===== config.mk =====
export PLATFORM = sky130hd
export DESIGN_NAME = commit_stage
export DESIGN_NICKNAME = d
export VERILOG_FILES = /design/src/rtl/commit_ctrl_pkg.sv /design/src/rtl/commit_instr_pkg.sv /design/src/rtl/commit_port0.sv /design/src/rtl/commit_port1.sv /design/src/rtl/commit_fp_status.sv /design/src/rtl/commit_exception.sv /design/src/rtl/commit_stage.sv
export VERILOG_INCLUDE_DIRS = /design/src /design/src/rtl
export SDC_FILE = /design/constraint.sdc
export NUM_CORES = 1
export LEC_CHECK = 0
export BUFFER_PORTS_ARGS = -buffer_cell sky130_fd_sc_hd__buf_2
export CAP_MARGIN = 20
export CORE_AREA = 3 3 456 458
export DETAILED_ROUTE_END_ITERATION = 7
export DIE_AREA = 0 0 459 461
export SETUP_SLACK_MARGIN = 0.15
export SYNTH_ARGS = -nofsm -noshare
export SYNTH_HDL_FRONTEND = slang
export SYNTH_SLANG_ARGS = --single-unit

===== constraint.sdc =====
create_clock -name vclk -period 3.5
set_input_delay 0.7 -clock vclk [all_inputs]
set_output_delay 0.7 -clock vclk [all_outputs]
set_load 0.01 [all_outputs]

===== src/rtl/commit_macros.svh =====
`ifndef COMMIT_MACROS_SVH
`define COMMIT_MACROS_SVH

// ----------------------------------------------------------
// datapath widths
// ----------------------------------------------------------

// integer and fp register width, also csr data width
`define COMMIT_XLEN 64

// virtual address width of the pc
`define COMMIT_VLEN 64

// scoreboard transaction id
`define COMMIT_TRANS_ID_BITS 3

// ----------------------------------------------------------
// retirement shape
// ----------------------------------------------------------

// port 0 retires anything, port 1 only simple ops
`define COMMIT_NR_PORTS 2

// accrued fp exception flags: nv dz of uf nx
`define COMMIT_FFLAGS_BITS 5

// encoding width of the operation field
// shared by op_t and the csr command word
`define COMMIT_OP_BITS 6

`endif


===== src/rtl/commit_ctrl_pkg.sv =====
`include "commit_macros.svh"

package commit_ctrl_pkg;

    // ----------------------------------------------------------
    // exception cause word
    // ----------------------------------------------------------

    // accrued fp flags in fflags csr bit order
    typedef struct packed {
        logic nv;
        logic dz;
        logic of;
        logic uf;
        logic nx;
    } fflags_t;

    // trap view, msb flags an interrupt
    typedef struct packed {
        logic                     interrupt;
        logic [`COMMIT_XLEN-2:0]  code;
    } exc_trap_t;

    // fp view, flags live in the low bits of the cause
    typedef struct packed {
        logic [`COMMIT_XLEN-`COMMIT_FFLAGS_BITS-1:0] pad;
        fflags_t                                     flags;
    } exc_fp_t;

    // one word, read as a trap cause or as fpu flags
    typedef union packed {
        exc_trap_t trap;
        exc_fp_t   fp;
    } exc_cause_u;

    typedef struct packed {
        logic                    valid;
        exc_cause_u              cause;
        logic [`COMMIT_XLEN-1:0] tval;
    } exception_t;

    // ----------------------------------------------------------
    // side effects toward controller and csr file
    // ----------------------------------------------------------

    // one bit per fence flavour, each implies a pipeline flush
    typedef struct packed {
        logic fence;
        logic fence_i;
        logic sfence_vma;
    } fence_req_t;

    // op holds an op_t encoding from the instruction package
    typedef struct packed {
        logic [`COMMIT_OP_BITS-1:0] op;
        logic [`COMMIT_XLEN-1:0]    wdata;
    } csr_cmd_t;

endpackage


===== src/rtl/commit_instr_pkg.sv =====
`include "commit_macros.svh"

package commit_instr_pkg;

    import commit_ctrl_pkg::*;

    // ----------------------------------------------------------
    // functional unit and operation
    // ----------------------------------------------------------

    typedef enum logic [2:0] {
        ALU,
        LOAD,
        STORE,
        CTRL_FLOW,
        MULT,
        CSR,
        FPU
    } fu_t;

    // ADD doubles as the csr no-op
    typedef enum logic [`COMMIT_OP_BITS-1:0] {
        ADD,
        SUB,
        XORL,
        ORL,
        ANDL,
        SLL,
        SRL,
        SRA,
        SLTS,
        SLTU,
        MUL,
        DIV,
        LD,
        SD,
        JALR,
        BEQ,
        CSR_RW,
        CSR_RS,
        CSR_RC,
        FENCE,
        FENCE_I,
        SFENCE_VMA,
        FADD,
        FMUL,
        FLD,
        // fp source but integer destination
        FMV_X_D
    } op_t;

    // ----------------------------------------------------------
    // scoreboard entry
    // ----------------------------------------------------------

    typedef struct packed {
        logic                             valid;
        logic [`COMMIT_VLEN-1:0]          pc;
        fu_t                              fu;
        op_t                              op;
        logic [4:0]                       rd;
        logic [`COMMIT_XLEN-1:0]          result;
        logic [`COMMIT_TRANS_ID_BITS-1:0] trans_id;
        // for fpu ops cause carries the flags, valid stays low
        exception_t                       ex;
    } commit_entry_t;

    // destination is the fp register file
    function automatic logic is_rd_fpr(op_t op);
        return op inside {FADD, FMUL, FLD};
    endfunction

endpackage


===== src/rtl/commit_port0.sv =====
`timescale 1ns/1ps
`include "commit_macros.svh"

module commit_port0 import commit_ctrl_pkg::*, commit_instr_pkg::*; (
    input  logic                    clk_i,
    input  logic                    rst_i,
    input  commit_entry_t           instr0_i,
    input  logic                    halt_i,
    input  logic                    commit_lsu_ready_i,
    input  logic                    no_st_pending_i,
    input  logic [`COMMIT_XLEN-1:0] csr_rdata_i,
    input  logic                    csr_exception_valid_i,
    output logic                    ack0_o,
    output logic                    we_gpr0_o,
    output logic                    we_fpr0_o,
    output logic [`COMMIT_XLEN-1:0] wdata0_o,
    output logic                    commit_lsu_o,
    output logic                    commit_csr_o,
    output csr_cmd_t                csr_cmd_o,
    output fence_req_t              fence_req_o,
    output logic                    instr0_blocks_dual_o
);

    logic retire_ok;
    logic is_store;
    logic is_csr;
    logic rd_fpr;

    // oldest entry may go unless faulting or halted
    assign retire_ok = instr0_i.valid && !instr0_i.ex.valid && !halt_i;
    assign is_store  = (instr0_i.fu == STORE);
    assign is_csr    = (instr0_i.fu == CSR);
    assign rd_fpr    = is_rd_fpr(instr0_i.op);

    // csr side effects must be seen before anything younger retires
    assign instr0_blocks_dual_o = is_csr;

    // ----------------------------------------------------------
    // retirement decision
    // ----------------------------------------------------------
    always_comb begin
        ack0_o          = 1'b0;
        wdata0_o        = instr0_i.result;
        commit_lsu_o    = 1'b0;
        commit_csr_o    = 1'b0;
        // idle csr file sees a no-op
        csr_cmd_o.op    = ADD;
        csr_cmd_o.wdata = '0;
        fence_req_o     = '0;

        if (retire_ok) begin
            ack0_o = 1'b1;

            // store sits in the scoreboard until the lsu takes it
            if (is_store) begin
                ack0_o       = commit_lsu_ready_i;
                commit_lsu_o = commit_lsu_ready_i;
            end

            // csr op is presented every cycle, committed only if clean
            if (is_csr) begin
                csr_cmd_o.op    = instr0_i.op;
                csr_cmd_o.wdata = instr0_i.result;
                ack0_o          = !csr_exception_valid_i;
                commit_csr_o    = !csr_exception_valid_i;
                if (!csr_exception_valid_i) begin
                    // old csr value goes to rd
                    wdata0_o = csr_rdata_i;
                end
            end

            // fences wait for the store buffer to drain
            if (instr0_i.op == FENCE) begin
                ack0_o            = no_st_pending_i;
                fence_req_o.fence = no_st_pending_i;
            end else if (instr0_i.op == FENCE_I) begin
                ack0_o              = no_st_pending_i;
                fence_req_o.fence_i = no_st_pending_i;
            end else if (instr0_i.op == SFENCE_VMA) begin
                ack0_o                 = no_st_pending_i;
                fence_req_o.sfence_vma = no_st_pending_i;
            end
        end
    end

    // write only what really retires
    assign we_fpr0_o = ack0_o && rd_fpr;
    assign we_gpr0_o = ack0_o && !rd_fpr;

    // ----------------------------------------------------------
    // checks
    // ----------------------------------------------------------

    // lsu release and scoreboard ack go together
    lsu_release_is_store: assert property (
        @(posedge clk_i) disable iff (rst_i)
        commit_lsu_o |-> (is_store && ack0_o)
    ) else $error("commit_lsu_o without a retiring store");

    // flush only after the store buffer is empty
    fence_after_drain: assert property (
        @(posedge clk_i) disable iff (rst_i)
        (|fence_req_o) |-> no_st_pending_i
    ) else $error("fence request while stores are pending");

endmodule


===== src/rtl/commit_port1.sv =====
`timescale 1ns/1ps

module commit_port1 import commit_instr_pkg::*; (
    input  logic          clk_i,
    input  logic          rst_i,
    input  commit_entry_t instr1_i,
    input  logic          ack0_i,
    input  logic          instr0_blocks_dual_i,
    input  logic          exception_valid_i,
    input  logic          halt_i,
    input  logic          single_step_i,
    output logic          ack1_o,
    output logic          we_gpr1_o,
    output logic          we_fpr1_o
);

    logic simple_fu;
    logic entry_ok;
    logic pair_ok;
    logic rd_fpr;

    // units without side effects outside the register file
    // stores, csr ops and fences stay on port 0
    assign simple_fu = instr1_i.fu inside {ALU, LOAD, CTRL_FLOW, MULT, FPU};

    assign entry_ok = instr1_i.valid && !instr1_i.ex.valid && simple_fu;

    // conditions coming from port 0 and the debug state
    assign pair_ok = ack0_i
                  && !halt_i
                  && !single_step_i
                  && !instr0_blocks_dual_i
                  && !exception_valid_i;

    assign ack1_o = pair_ok && entry_ok;

    assign rd_fpr    = is_rd_fpr(instr1_i.op);
    assign we_fpr1_o = ack1_o && rd_fpr;
    assign we_gpr1_o = ack1_o && !rd_fpr;

    // ----------------------------------------------------------
    // checks
    // ----------------------------------------------------------

    // retirement stays in order across the two ports
    in_order_retire: assert property (
        @(posedge clk_i) disable iff (rst_i)
        ack1_o |-> ack0_i
    ) else $error("port 1 acked without port 0");

endmodule


===== src/rtl/commit_fp_status.sv =====
`timescale 1ns/1ps
`include "commit_macros.svh"

module commit_fp_status import commit_ctrl_pkg::*, commit_instr_pkg::*; (
    input  commit_entry_t [`COMMIT_NR_PORTS-1:0] instr_i,
    input  logic          [`COMMIT_NR_PORTS-1:0] ack_i,
    output logic                                 csr_write_fflags_o,
    output fflags_t                              csr_fflags_o,
    output logic                                 dirty_fp_state_o
);

    logic [`COMMIT_FFLAGS_BITS-1:0] flags_acc;

    // ----------------------------------------------------------
    // flag merge over retiring entries
    // ----------------------------------------------------------
    always_comb begin
        csr_write_fflags_o = 1'b0;
        dirty_fp_state_o   = 1'b0;
        flags_acc          = '0;
        for (int i = 0; i < `COMMIT_NR_PORTS; i++) begin
            // fpu results bring their flags in the cause word
            if (ack_i[i] && instr_i[i].fu == FPU) begin
                csr_write_fflags_o = 1'b1;
                flags_acc          = flags_acc | instr_i[i].ex.cause.fp.flags;
            end
            // fp loads touch fp state too, FMV_X_D via the fpu unit
            if (ack_i[i] && (instr_i[i].fu == FPU || is_rd_fpr(instr_i[i].op))) begin
                dirty_fp_state_o = 1'b1;
            end
        end
    end

    // flags are accrued, the csr file ORs them in
    assign csr_fflags_o = fflags_t'(flags_acc);

endmodule


===== src/rtl/commit_exception.sv =====
`timescale 1ns/1ps

module commit_exception import commit_ctrl_pkg::*, commit_instr_pkg::*; (
    input  logic          clk_i,
    input  logic          rst_i,
    input  commit_entry_t instr0_i,
    input  exception_t    csr_exception_i,
    input  logic          halt_i,
    output exception_t    exception_o
);

    // ----------------------------------------------------------
    // exception priority
    // ----------------------------------------------------------
    // interrupts already ordered inside the csr file
    // here an earlier pipeline fault beats the csr one
    always_comb begin
        exception_o = '0;
        if (instr0_i.valid) begin
            if (instr0_i.ex.valid) begin
                // fault from fetch, decode or execute
                exception_o = instr0_i.ex;
            end else if (csr_exception_i.valid) begin
                exception_o      = csr_exception_i;
                // entry still holds the faulting instruction bits
                exception_o.tval = instr0_i.ex.tval;
            end
        end
        // halted core takes no trap
        if (halt_i) begin
            exception_o.valid = 1'b0;
        end
    end

    // ----------------------------------------------------------
    // checks
    // ----------------------------------------------------------

    // a trap always belongs to the oldest scoreboard entry
    trap_has_entry: assert property (
        @(posedge clk_i) disable iff (rst_i)
        exception_o.valid |-> instr0_i.valid
    ) else $error("exception reported without a valid entry 0");

endmodule


===== src/rtl/commit_stage.sv =====
`timescale 1ns/1ps
`include "commit_macros.svh"

module commit_stage import commit_ctrl_pkg::*, commit_instr_pkg::*; (
    input  logic                                      clk_i,
    input  logic                                      rst_i,
    input  logic                                      halt_i,
    input  logic                                      single_step_i,
    // scoreboard
    input  commit_entry_t [`COMMIT_NR_PORTS-1:0]      commit_instr_i,
    output logic          [`COMMIT_NR_PORTS-1:0]      commit_ack_o,
    output logic          [`COMMIT_TRANS_ID_BITS-1:0] commit_tran_id_o,
    // register files
    output logic [`COMMIT_NR_PORTS-1:0][4:0]              waddr_o,
    output logic [`COMMIT_NR_PORTS-1:0][`COMMIT_XLEN-1:0] wdata_o,
    output logic [`COMMIT_NR_PORTS-1:0]                   we_gpr_o,
    output logic [`COMMIT_NR_PORTS-1:0]                   we_fpr_o,
    // lsu
    input  logic                                      commit_lsu_ready_i,
    input  logic                                      no_st_pending_i,
    output logic                                      commit_lsu_o,
    // csr file
    output csr_cmd_t                                  csr_cmd_o,
    output logic                                      commit_csr_o,
    input  logic [`COMMIT_XLEN-1:0]                   csr_rdata_i,
    input  exception_t                                csr_exception_i,
    output logic                                      csr_write_fflags_o,
    output fflags_t                                   csr_fflags_o,
    // controller
    output exception_t                                exception_o,
    output fence_req_t                                fence_req_o,
    output logic                                      dirty_fp_state_o,
    output logic [`COMMIT_VLEN-1:0]                   pc_o
);

    logic instr0_blocks_dual;

    // ----------------------------------------------------------
    // plain routing from the scoreboard
    // ----------------------------------------------------------
    for (genvar i = 0; i < `COMMIT_NR_PORTS; i++) begin : gen_waddr
        assign waddr_o[i] = commit_instr_i[i].rd;
    end

    // port 1 never sees csr data
    assign wdata_o[1]       = commit_instr_i[1].result;
    assign pc_o             = commit_instr_i[0].pc;
    assign commit_tran_id_o = commit_instr_i[0].trans_id;

    // ----------------------------------------------------------
    // retirement blocks
    // ----------------------------------------------------------
    commit_port0 u_port0 (
        .clk_i                (clk_i),
        .rst_i                (rst_i),
        .instr0_i             (commit_instr_i[0]),
        .halt_i               (halt_i),
        .commit_lsu_ready_i   (commit_lsu_ready_i),
        .no_st_pending_i      (no_st_pending_i),
        .csr_rdata_i          (csr_rdata_i),
        .csr_exception_valid_i(csr_exception_i.valid),
        .ack0_o               (commit_ack_o[0]),
        .we_gpr0_o            (we_gpr_o[0]),
        .we_fpr0_o            (we_fpr_o[0]),
        .wdata0_o             (wdata_o[0]),
        .commit_lsu_o         (commit_lsu_o),
        .commit_csr_o         (commit_csr_o),
        .csr_cmd_o            (csr_cmd_o),
        .fence_req_o          (fence_req_o),
        .instr0_blocks_dual_o (instr0_blocks_dual)
    );

    // dual retire also blocked by any reported trap
    commit_port1 u_port1 (
        .clk_i               (clk_i),
        .rst_i               (rst_i),
        .instr1_i            (commit_instr_i[1]),
        .ack0_i              (commit_ack_o[0]),
        .instr0_blocks_dual_i(instr0_blocks_dual),
        .exception_valid_i   (exception_o.valid),
        .halt_i              (halt_i),
        .single_step_i       (single_step_i),
        .ack1_o              (commit_ack_o[1]),
        .we_gpr1_o           (we_gpr_o[1]),
        .we_fpr1_o           (we_fpr_o[1])
    );

    commit_fp_status u_fp_status (
        .instr_i           (commit_instr_i),
        .ack_i             (commit_ack_o),
        .csr_write_fflags_o(csr_write_fflags_o),
        .csr_fflags_o      (csr_fflags_o),
        .dirty_fp_state_o  (dirty_fp_state_o)
    );

    commit_exception u_exception (
        .clk_i          (clk_i),
        .rst_i          (rst_i),
        .instr0_i       (commit_instr_i[0]),
        .csr_exception_i(csr_exception_i),
        .halt_i         (halt_i),
        .exception_o    (exception_o)
    );

endmodule


==> impl_metrics.py, run 1 <==
metrics = {
    "power": {
        "powerDensity_nw_per_um2": 102.8,
        "leakage_nw": 4.333,
        "finalPower_mw": 1.060,
        "vdd_ir_drop_max_uv": 36.10,
    },
    "critical_path": {
        "crit_fanout": 40,
        "crit_required_ns": 2.80,
        "slowest_delay_ns": 0.45,
        "path_cells": "buf_4 > buf_4 > nor2b_4 > buf_12 > a22oi_1 > nor2b_1 > buf_12",
        "crit_path_start_kind": "input port",
        "path_class": "in2out",
        "crit_start": "commit_instr_i[128]",
        "cp-end-kind": "output pin",
        "endpoint": "exception_o[105]",
        "cpMaxStageDelayCell": "buf_4",
        "crit_arrival_ns": 2.58,
    },
    "clock_tree": {
        "postCtsSetupRepairBufs": 0,
        "cts_hold_buf": 0,
    },
    "synthesis": {
        "synthSimpleGateAreaFrac_pct": 35.67,
        "synth-xor-area-share_pct": 0,
        "synth_top_family_by_area": "simple AND/OR/NAND/NOR gates",
        "synth_cell_types": 38,
        "synth_top_cells_by_area": "buf_4 25%, and2_1 19%, mux2_4 17%",
        "synth_top_cell_by_area": "buf_4",
        "synth_cells": 589,
        "synth_area_um2": 4409,
        "synth_nets": 1338,
        "synthAdderAreaFrac_pct": 0,
        "yosysTopAreaCellShare_pct": 25.20,
        "synth-compound-area-share_pct": 13.14,
        "ys_seq_area_share_pct": 0,
        "avgSynthCellArea_um2": 7.486,
        "yosysWarningCount": 0,
        "synth_mux_area_share_pct": 20.74,
    },
    "cells_and_area": {
        "fin_nets": 1812,
        "clkbuf_count": 0,
        "fill_cells": 24420,
        "design.seq.count": 0,
        "multi_input_area_um2": 3146,
        "layout-drive-gt1-share_pct": 70.78,
        "regArea_um2": 0,
        "synthToLayoutAreaGrowth_pct": 133.8,
        "instances_no_fill": 3778,
    },
    "floorplanning": {
        "die_area_um2": 211600,
        "rows": 166,
        "dieHeight_um": 461,
        "die_width_um": 459,
        "core_um2": 204400,
        "initial_core_util_pct": 2.157,
        "io-pin-count": 1171,
    },
    "detailed_routing": {
        "drc_errors": 0,
        "wl_mm": 122.9,
        "num_vias": 6812,
        "drtIter0Drc": 305,
        "via_per_inst": 1.803,
        "antenna_left": 1,
        "dr.pass1.iters": 5,
        "wire_per_inst_um": 32.54,
    },
    "timing": {
        "max_freq_mhz": 304.8,
        "rsz0062_at_grt": "true",
        "relSlewSlack_pct": 66.83,
        "finalCritPeriodShare_pct": 93.74,
        "finalMaxSlewViolations": 0,
        "whs_ns": 1.400,
        "timing.final.ws_setup_ns": 0.2189,
        "hold_viol": 0,
        "tightest_slew_ns": 0.4966,
        "fin_crit_ns": 3.281,
        "setup_violations": 0,
    },
    "worst_hold_path": {
        "min_path_cells": 0,
        "hold_path_class": "in2out",
    },
    "placed_design": {
        "place_congestion": 0.7879,
        "place_hpwl_mm": 118.8,
        "port_buffers": 633,
        "dp_cells": 3749,
        "place_ws_ns": -0.5950,
    },
    "global_route": {
        "antenna_found_initial": 95,
        "grt_max_degree": 44,
        "grt_pass1_wl_mm": 134.5,
        "grtUsageTotal_pct": 10.98,
        "overflow": 0,
        "grt_pass1_vias": 5978,
    },
    "outcome": {
        "status": "finished, violations left",
        "violations": "antenna rules",
    },
    "job": {
        "max_cap_viol_count": 0,
    },
}
cell type report:
type                            instances  share of cell area, %
Timing Repair Buffer                  665                  36.06
Tap cell                             2688                  32.62
Multi-Input combinational cell        393                  30.51
Antenna cell                           29                 0.7039
Inverter                                3                 0.1092
power by group:
part           internal (mW)  switching, mW
Clock           0.0000000628              0
Sequential                 0              0
Combinational          0.390          0.670
layer usage:
| layer | vias to the layer above | track usage, % | part of all wire [%] |
|---|---|---|---|
| li1 | 2818 | - | - |
| met1 | 2953 | 8.169 | 25 |
| met2 | 819 | 18.68 | 47 |
| met3 | 214 | 12.48 | 25 |
| met4 | 8 | 1.945 | 2.4 |
| met5 | - | 0 | 0.036 |
cell usage after synthesis, types with 4 or more instances:
cell type / number
a21oi_1: 7
a22oi_1: 63
and2_1: 133
buf_2: 4
buf_4: 148
buf_6: 6
clkbuf_1: 33
mux2_2: 15
mux2_4: 49
nand2_1: 9
nand4_1: 5
nor2_1: 7
nor2b_1: 67
nor3_1: 7
placed cells by master (no fill, tap or decap), types with 2 or more instances in the layout:
cell	count
nor3b_1	2
nand2b_1	2
nor2b_1	64
a22oi_1	59
mux2_4	49
a211oi_1	2
and3b_1	3
a22oi_2	4
buf_12	20
diode_2	29
a21oi_1	4
nor3_1	7
nand3b_1	3
nor2b_4	2
nand4_1	5
nor2_1	7
nand2_1	9
buf_4	30
clkbuf_4	3
mux2_2	15
and2_1	133
inv_1	3
buf_2	611
a21oi_2	3
metrics by stage:
| step | cell area [um2] | util, % | TNS, ns |
|---|---|---|---|
| after CTS | 10210 | 4.997 | 0 |
| after global routing | 10260 | 5.023 | 0 |
| final | 10310 | 5.045 | 0 |
| after floorplan | 4409 | - | 0 |
| after detailed placement | 10160 | 4.969 | -0.6282 |
| after global placement | 10160 | 4.969 | -0.6262 |
repair_timing:
action                     4_1_cts  5_1_grt
resized for setup               14        9
pin swaps                        4        2
setup endpoints to repair       50        7
hold endpoints to repair         0        0
logic make-up after synthesis:
| family | after synthesis |
|---|---|
| and+or+nand+nor | 250 |
| muxes | 65 |
| AOI/OAI and AO/OA | 78 |
| buffers and inverters | 196 |
how the worst min path moves through the flow:
| stage | startpoint | endpoint | slack [ns] |
|---|---|---|---|
| floorplan | commit_instr_i[201] | fence_req_o[1] | 1.45 |
| global placement | commit_instr_i[221] | pc_o[11] | 1.40 |
| detailed placement | commit_instr_i[221] | pc_o[11] | 1.40 |
| CTS | commit_instr_i[221] | pc_o[11] | 1.40 |
| global route | commit_instr_i[239] | pc_o[29] | 1.40 |
| finish | commit_instr_i[210] | pc_o[0] | 1.40 |
critical path, delay by kind of cell:
kind,cells,cell delay (ns)
AOI/OAI and AO/OA,1,0.45
and+or+nand+nor,2,0.25
buffers and inverters,4,1.02
No activity file was read; power rests on OpenSTA's default activity.
==> run 2: changes to the inputs <==
--- a/config.mk
+++ b/config.mk
@@ -6,11 +6,11 @@
 export SDC_FILE = /design/constraint.sdc
 export NUM_CORES = 1
 export LEC_CHECK = 0
-export BUFFER_PORTS_ARGS = -buffer_cell sky130_fd_sc_hd__buf_2
 export CAP_MARGIN = 20
-export CORE_AREA = 3 3 456 458
+export CORE_AREA = 3 3 450 452
 export DETAILED_ROUTE_END_ITERATION = 7
-export DIE_AREA = 0 0 459 461
+export DIE_AREA = 0 0 453 455
+export DONT_BUFFER_PORTS = 1
 export SETUP_SLACK_MARGIN = 0.15
 export SYNTH_ARGS = -nofsm -noshare
 export SYNTH_HDL_FRONTEND = slang
==> run 2 against run 1 <==
The flow now finishes without violations. Utilization fell by 1.5 points. Critical path depth fell by 1. Sequential share of layout area did not move. Flip-flop and latch count did not move. Largest power group unchanged.
==> impl_metrics.py, run 2 (synthesis gave the netlist of run 1 again) <==
metrics = {
    "timing": {
        "rsz0062_at_grt": "false",
        "relSlewSlack_pct": 57.62,
        "setup_violations": 0,
        "setup-tns-final_ns": 0,
        "whs_ns": 1.400,
        "max_freq_mhz": 317.2,
        "hold_viol": 0,
        "tightest_slew_ns": 0.6343,
        "fin_crit_ns": 3.152,
        "finalMaxSlewViolations": 0,
        "finalCritPeriodShare_pct": 90.06,
    },
    "outcome": {
        "status": "finished, final reports clean",
    },
    "placed_design": {
        "port_buffers": 0,
        "place_hpwl_mm": 129.8,
        "dp_cells": 3131,
        "place_congestion": 0.7545,
    },
    "global_route": {
        "globalRouteMet1Util_pct": 8.785,
        "grt.busiest_layer": "met2",
        "grt_max_degree": 70,
        "gr-usage-met2_pct": 21.04,
        "grtUsageTotal_pct": 12.36,
        "globalRouteMet3Util_pct": 15.48,
        "overflow": 0,
        "antenna_found_initial": 164,
        "grt_pass1_vias": 4410,
        "grt_pass1_wl_mm": 145.6,
    },
    "detailed_routing": {
        "antenna_left": 0,
        "drc_errors": 0,
        "via_per_inst": 1.627,
        "wire_per_inst_um": 42.95,
        "num_vias": 5108,
        "wl_mm": 134.8,
        "drtIter0Drc": 265,
        "dr.pass1.iters": 4,
    },
    "critical_path": {
        "cpMostUsedCell": "buf_4",
        "crit_required_ns": 2.80,
        "path_cells": "nor2_1 > o211a_1 > buf_4 > nand4_1 > a21oi_1 > buf_4",
        "cp-end-kind": "output pin",
        "crit_path_start_kind": "input port",
        "path_class": "in2out",
        "crit_fanout": 69,
        "critPathTopFamily": "simple AND/OR/NAND/NOR gates",
        "crit_arrival_ns": 2.45,
        "cpMaxStageDelayCell": "nor2_1",
        "slowest_delay_ns": 0.45,
        "timing.critical_path.buf_inv": 2,
    },
    "cells_and_area": {
        "synthToLayoutAreaGrowth_pct": 61.95,
        "clkbuf_count": 0,
        "design.seq.count": 0,
        "regArea_um2": 0,
        "fin_nets": 1226,
        "final_common_cell": "and2_1",
        "instances_no_fill": 3139,
        "layout-drive-gt1-share_pct": 33.68,
        "layout_common_cells": "133 x and2_1, 73 x buf_4, 63 x a22oi_1, 61 x nor2b_1, 49 x mux2_4",
    },
    "power": {
        "vdd_ir_drop_max_uv": 16.73,
        "powerDensity_nw_per_um2": 83.04,
        "leakage_nw": 1.776,
        "finalPower_uw": 592.9,
    },
    "floorplanning": {
        "dieHeight_um": 455,
        "die_area_um2": 206100,
        "die_width_um": 453,
        "core_um2": 199200,
        "rows": 164,
        "io-pin-count": 1171,
        "initial_core_util_pct": 2.213,
    },
    "worst_hold_path": {
        "hold-path-endpoint": "pc_o[36]",
        "hold_path_class": "in2out",
        "min_path_cells": 0,
        "hp-start": "commit_instr_i[246]",
    },
    "clock_tree": {
        "postCtsSetupRepairBufs": 0,
        "cts_resized": 0,
        "cts_hold_buf": 0,
    },
    "job": {
        "max_cap_viol_count": 0,
    },
}
-- run 2: layout make-up --
class | count | area (um2)
Antenna cell | 8 | 20.02
Fill cell | 23650 | 192100
Inverter | 3 | 11.26
Multi-Input combinational cell | 393 | 3118
Tap cell | 2656 | 3323
Timing Repair Buffer | 79 | 668.1
-- run 2: per-layer routing --
metal	share of wire (%)	up-vias
met5	0.35	-
met4	2.4	38
met3	27	376
met2	46	1075
met1	24	2002
li1	-	1617
-- run 2: how the worst max path moves through the flow --
stage,cells past startpoint,startpoint,endpoint,slack (ns)
global route,6,commit_instr_i[128],fence_req_o[0],0.21
finish,6,commit_instr_i[128],csr_fflags_o[2],0.35
floorplan,6,commit_instr_i[203],commit_ack_o[1],0.79
global placement,4,halt_i,wdata_o[13],0.42
CTS,4,halt_i,wdata_o[10],0.41
detailed placement,4,halt_i,wdata_o[10],0.41
-- run 2: per-stage QoR --
step / utilization (%) / worst slack, ns / area, um2
global placement: 3.574 / 0.4198 / 7121
global route: 3.574 / 0.2069 / 7121
finish: 3.584 / 0.3479 / 7141
floorplan: - / 0.7889 / 4409
detailed placement: 3.574 / 0.4124 / 7121
CTS: 3.574 / 0.4112 / 7121
-- run 2: report_power, final --
part / switching, mW / internal (mW) / total (mW) / leakage [nW]
clock: 0 / 0.000000313 / 0.000000313 / 0.0000507
sequential: 0 / 0 / 0 / 0
combinational: 0.417 / 0.175 / 0.593 / 1.78
==> run 3: changes to the inputs <==
--- a/config.mk
+++ b/config.mk
@@ -7,9 +7,9 @@
 export NUM_CORES = 1
 export LEC_CHECK = 0
 export CAP_MARGIN = 20
-export CORE_AREA = 3 3 450 452
+export CORE_AREA = 2 2 462 464
 export DETAILED_ROUTE_END_ITERATION = 7
-export DIE_AREA = 0 0 453 455
+export DIE_AREA = 0 0 464 466
 export DONT_BUFFER_PORTS = 1
 export SETUP_SLACK_MARGIN = 0.15
 export SYNTH_ARGS = -nofsm -noshare
==> run 3 against run 2 <==
Sequential share of layout area unchanged. Clock-buffer cell count unchanged. Hold slack unchanged. Wire length down 0.48%. Largest cell class unchanged. Highest routed layer unchanged.
==> impl_metrics.py, run 3 (synthesis gave the netlist of run 1 again) <==
metrics = {
    "placed_design": {
        "place_hpwl_mm": 129.3,
        "place_congestion": 0.7535,
        "dp_cells": 3307,
        "place_area_um2": 7442,
        "port_buffers": 0,
    },
    "timing": {
        "hold_viol": 0,
        "setup-tns-final_ns": 0,
        "tightest_slew_ns": 0.8021,
        "rsz0062_at_grt": "false",
        "whs_ns": 1.400,
        "finalMaxSlewViolations": 0,
        "max_freq_mhz": 319.6,
        "setup_violations": 0,
        "relSlewSlack_pct": 46.33,
        "fin_crit_ns": 3.129,
        "finalCritPeriodShare_pct": 89.40,
    },
    "cells_and_area": {
        "instances_no_fill": 3338,
        "fin_area_um2": 7520,
        "final_common_cell": "and2_1",
        "regArea_um2": 0,
        "synthToLayoutAreaGrowth_pct": 70.54,
        "design.seq.count": 0,
        "fin_nets": 1237,
        "clkbuf_count": 0,
        "layout_common_cells": "133 x and2_1, 81 x buf_4, 63 x a22oi_1, 61 x nor2b_1, 49 x mux2_4",
        "layout-drive-gt1-share_pct": 35.39,
    },
    "global_route": {
        "overflow": 0,
        "grt_pass1_vias": 4561,
        "grtUsageTotal_pct": 11.80,
        "antenna_found_initial": 164,
        "grt_pass1_wl_mm": 146.8,
        "grt_max_degree": 70,
    },
    "critical_path": {
        "crit_path_start_kind": "input port",
        "cp-end-kind": "output pin",
        "crit_required_ns": 2.80,
        "endpoint": "csr_fflags_o[0]",
        "path_class": "in2out",
        "crit_start": "commit_instr_i[128]",
        "crit_arrival_ns": 2.43,
        "crit_fanout": 69,
    },
    "floorplanning": {
        "die_area_um2": 216200,
        "dieHeight_um": 466,
        "die_width_um": 464,
        "initial_core_util_pct": 2.087,
        "core_um2": 211200,
        "io-pin-count": 1171,
        "rows": 169,
    },
    "worst_hold_path": {
        "min_path_cells": 0,
        "hold_path_class": "in2out",
    },
    "detailed_routing": {
        "antenna_left": 0,
        "wire_per_inst_um": 40.19,
        "num_vias": 5247,
        "drtIter0Drc": 417,
        "dr.pass1.iters": 4,
        "via_per_inst": 1.572,
        "drc_errors": 0,
        "wl_mm": 134.2,
    },
    "power": {
        "vdd_ir_drop_max_uv": 15.99,
        "leakage_nw": 1.840,
        "powerDensity_nw_per_um2": 82.80,
        "finalPower_uw": 622.7,
    },
    "clock_tree": {
        "cts_resized": 0,
        "postCtsSetupRepairBufs": 0,
        "cts_hold_buf": 0,
    },
    "job": {
        "max_cap_viol_count": 0,
    },
    "outcome": {
        "status": "finished, final reports clean",
    },
}
[run 3: cell types whose count changed in the layout (fill, tap and decap cells not counted), sizes merged]
cell and delta:
diode +23, buf +11
[run 3: layout make-up]
| class | instances | area [um2] |
|---|---|---|
| Inverter | 3 | 11.26 |
| Tap cell | 2821 | 3530 |
| Timing Repair Buffer | 90 | 779.5 |
| Multi-Input combinational cell | 393 | 3122 |
| Antenna cell | 31 | 77.57 |
| Fill cell | 25160 | 203700 |
[run 3: through the flow]
step                worst slack, ns  utilization [%]
finish                       0.3710            3.560
global route                 0.2865            3.527
CTS                          0.4399            3.523
detailed placement           0.4462            3.523
global placement             0.4444            3.523
floorplan                    0.7889                -
[run 3: report_power, final]
group,switching [mW],internal (mW)
sequential,0,0
clock,0,0.00000126
combinational,0.443,0.180
total,0.443,0.180
[run 3: worst min-delay path by stage]
stage | slack, ns | to | start
3_3_place_gp | 1.40 | commit_tran_id_o[2] | commit_instr_i[131]
6_report | 1.40 | pc_o[29] | commit_instr_i[239]
2_1_floorplan | 1.45 | fence_req_o[1] | commit_instr_i[201]
4_1_cts | 1.40 | commit_tran_id_o[2] | commit_instr_i[131]
3_5_place_dp | 1.40 | commit_tran_id_o[2] | commit_instr_i[131]
5_1_grt | 1.40 | pc_o[29] | commit_instr_i[239]
[run 3: worst max-delay path, stage by stage]
cell,delay [ns]
or3b_1,0.68
nor2b_1,0.42
nand2_1,0.12
a21oi_2,0.19
buf_12,0.16
[run 3: routing by layer]
metal | share of wire, % | global-route usage [%] | vias up
li1 | - | - | 1662
met1 | 23 | 7.998 | 2097
met2 | 48 | 20.85 | 980
met3 | 26 | 13.84 | 468
met4 | 3.4 | 1.782 | 40
met5 | 0.21 | 0 | -
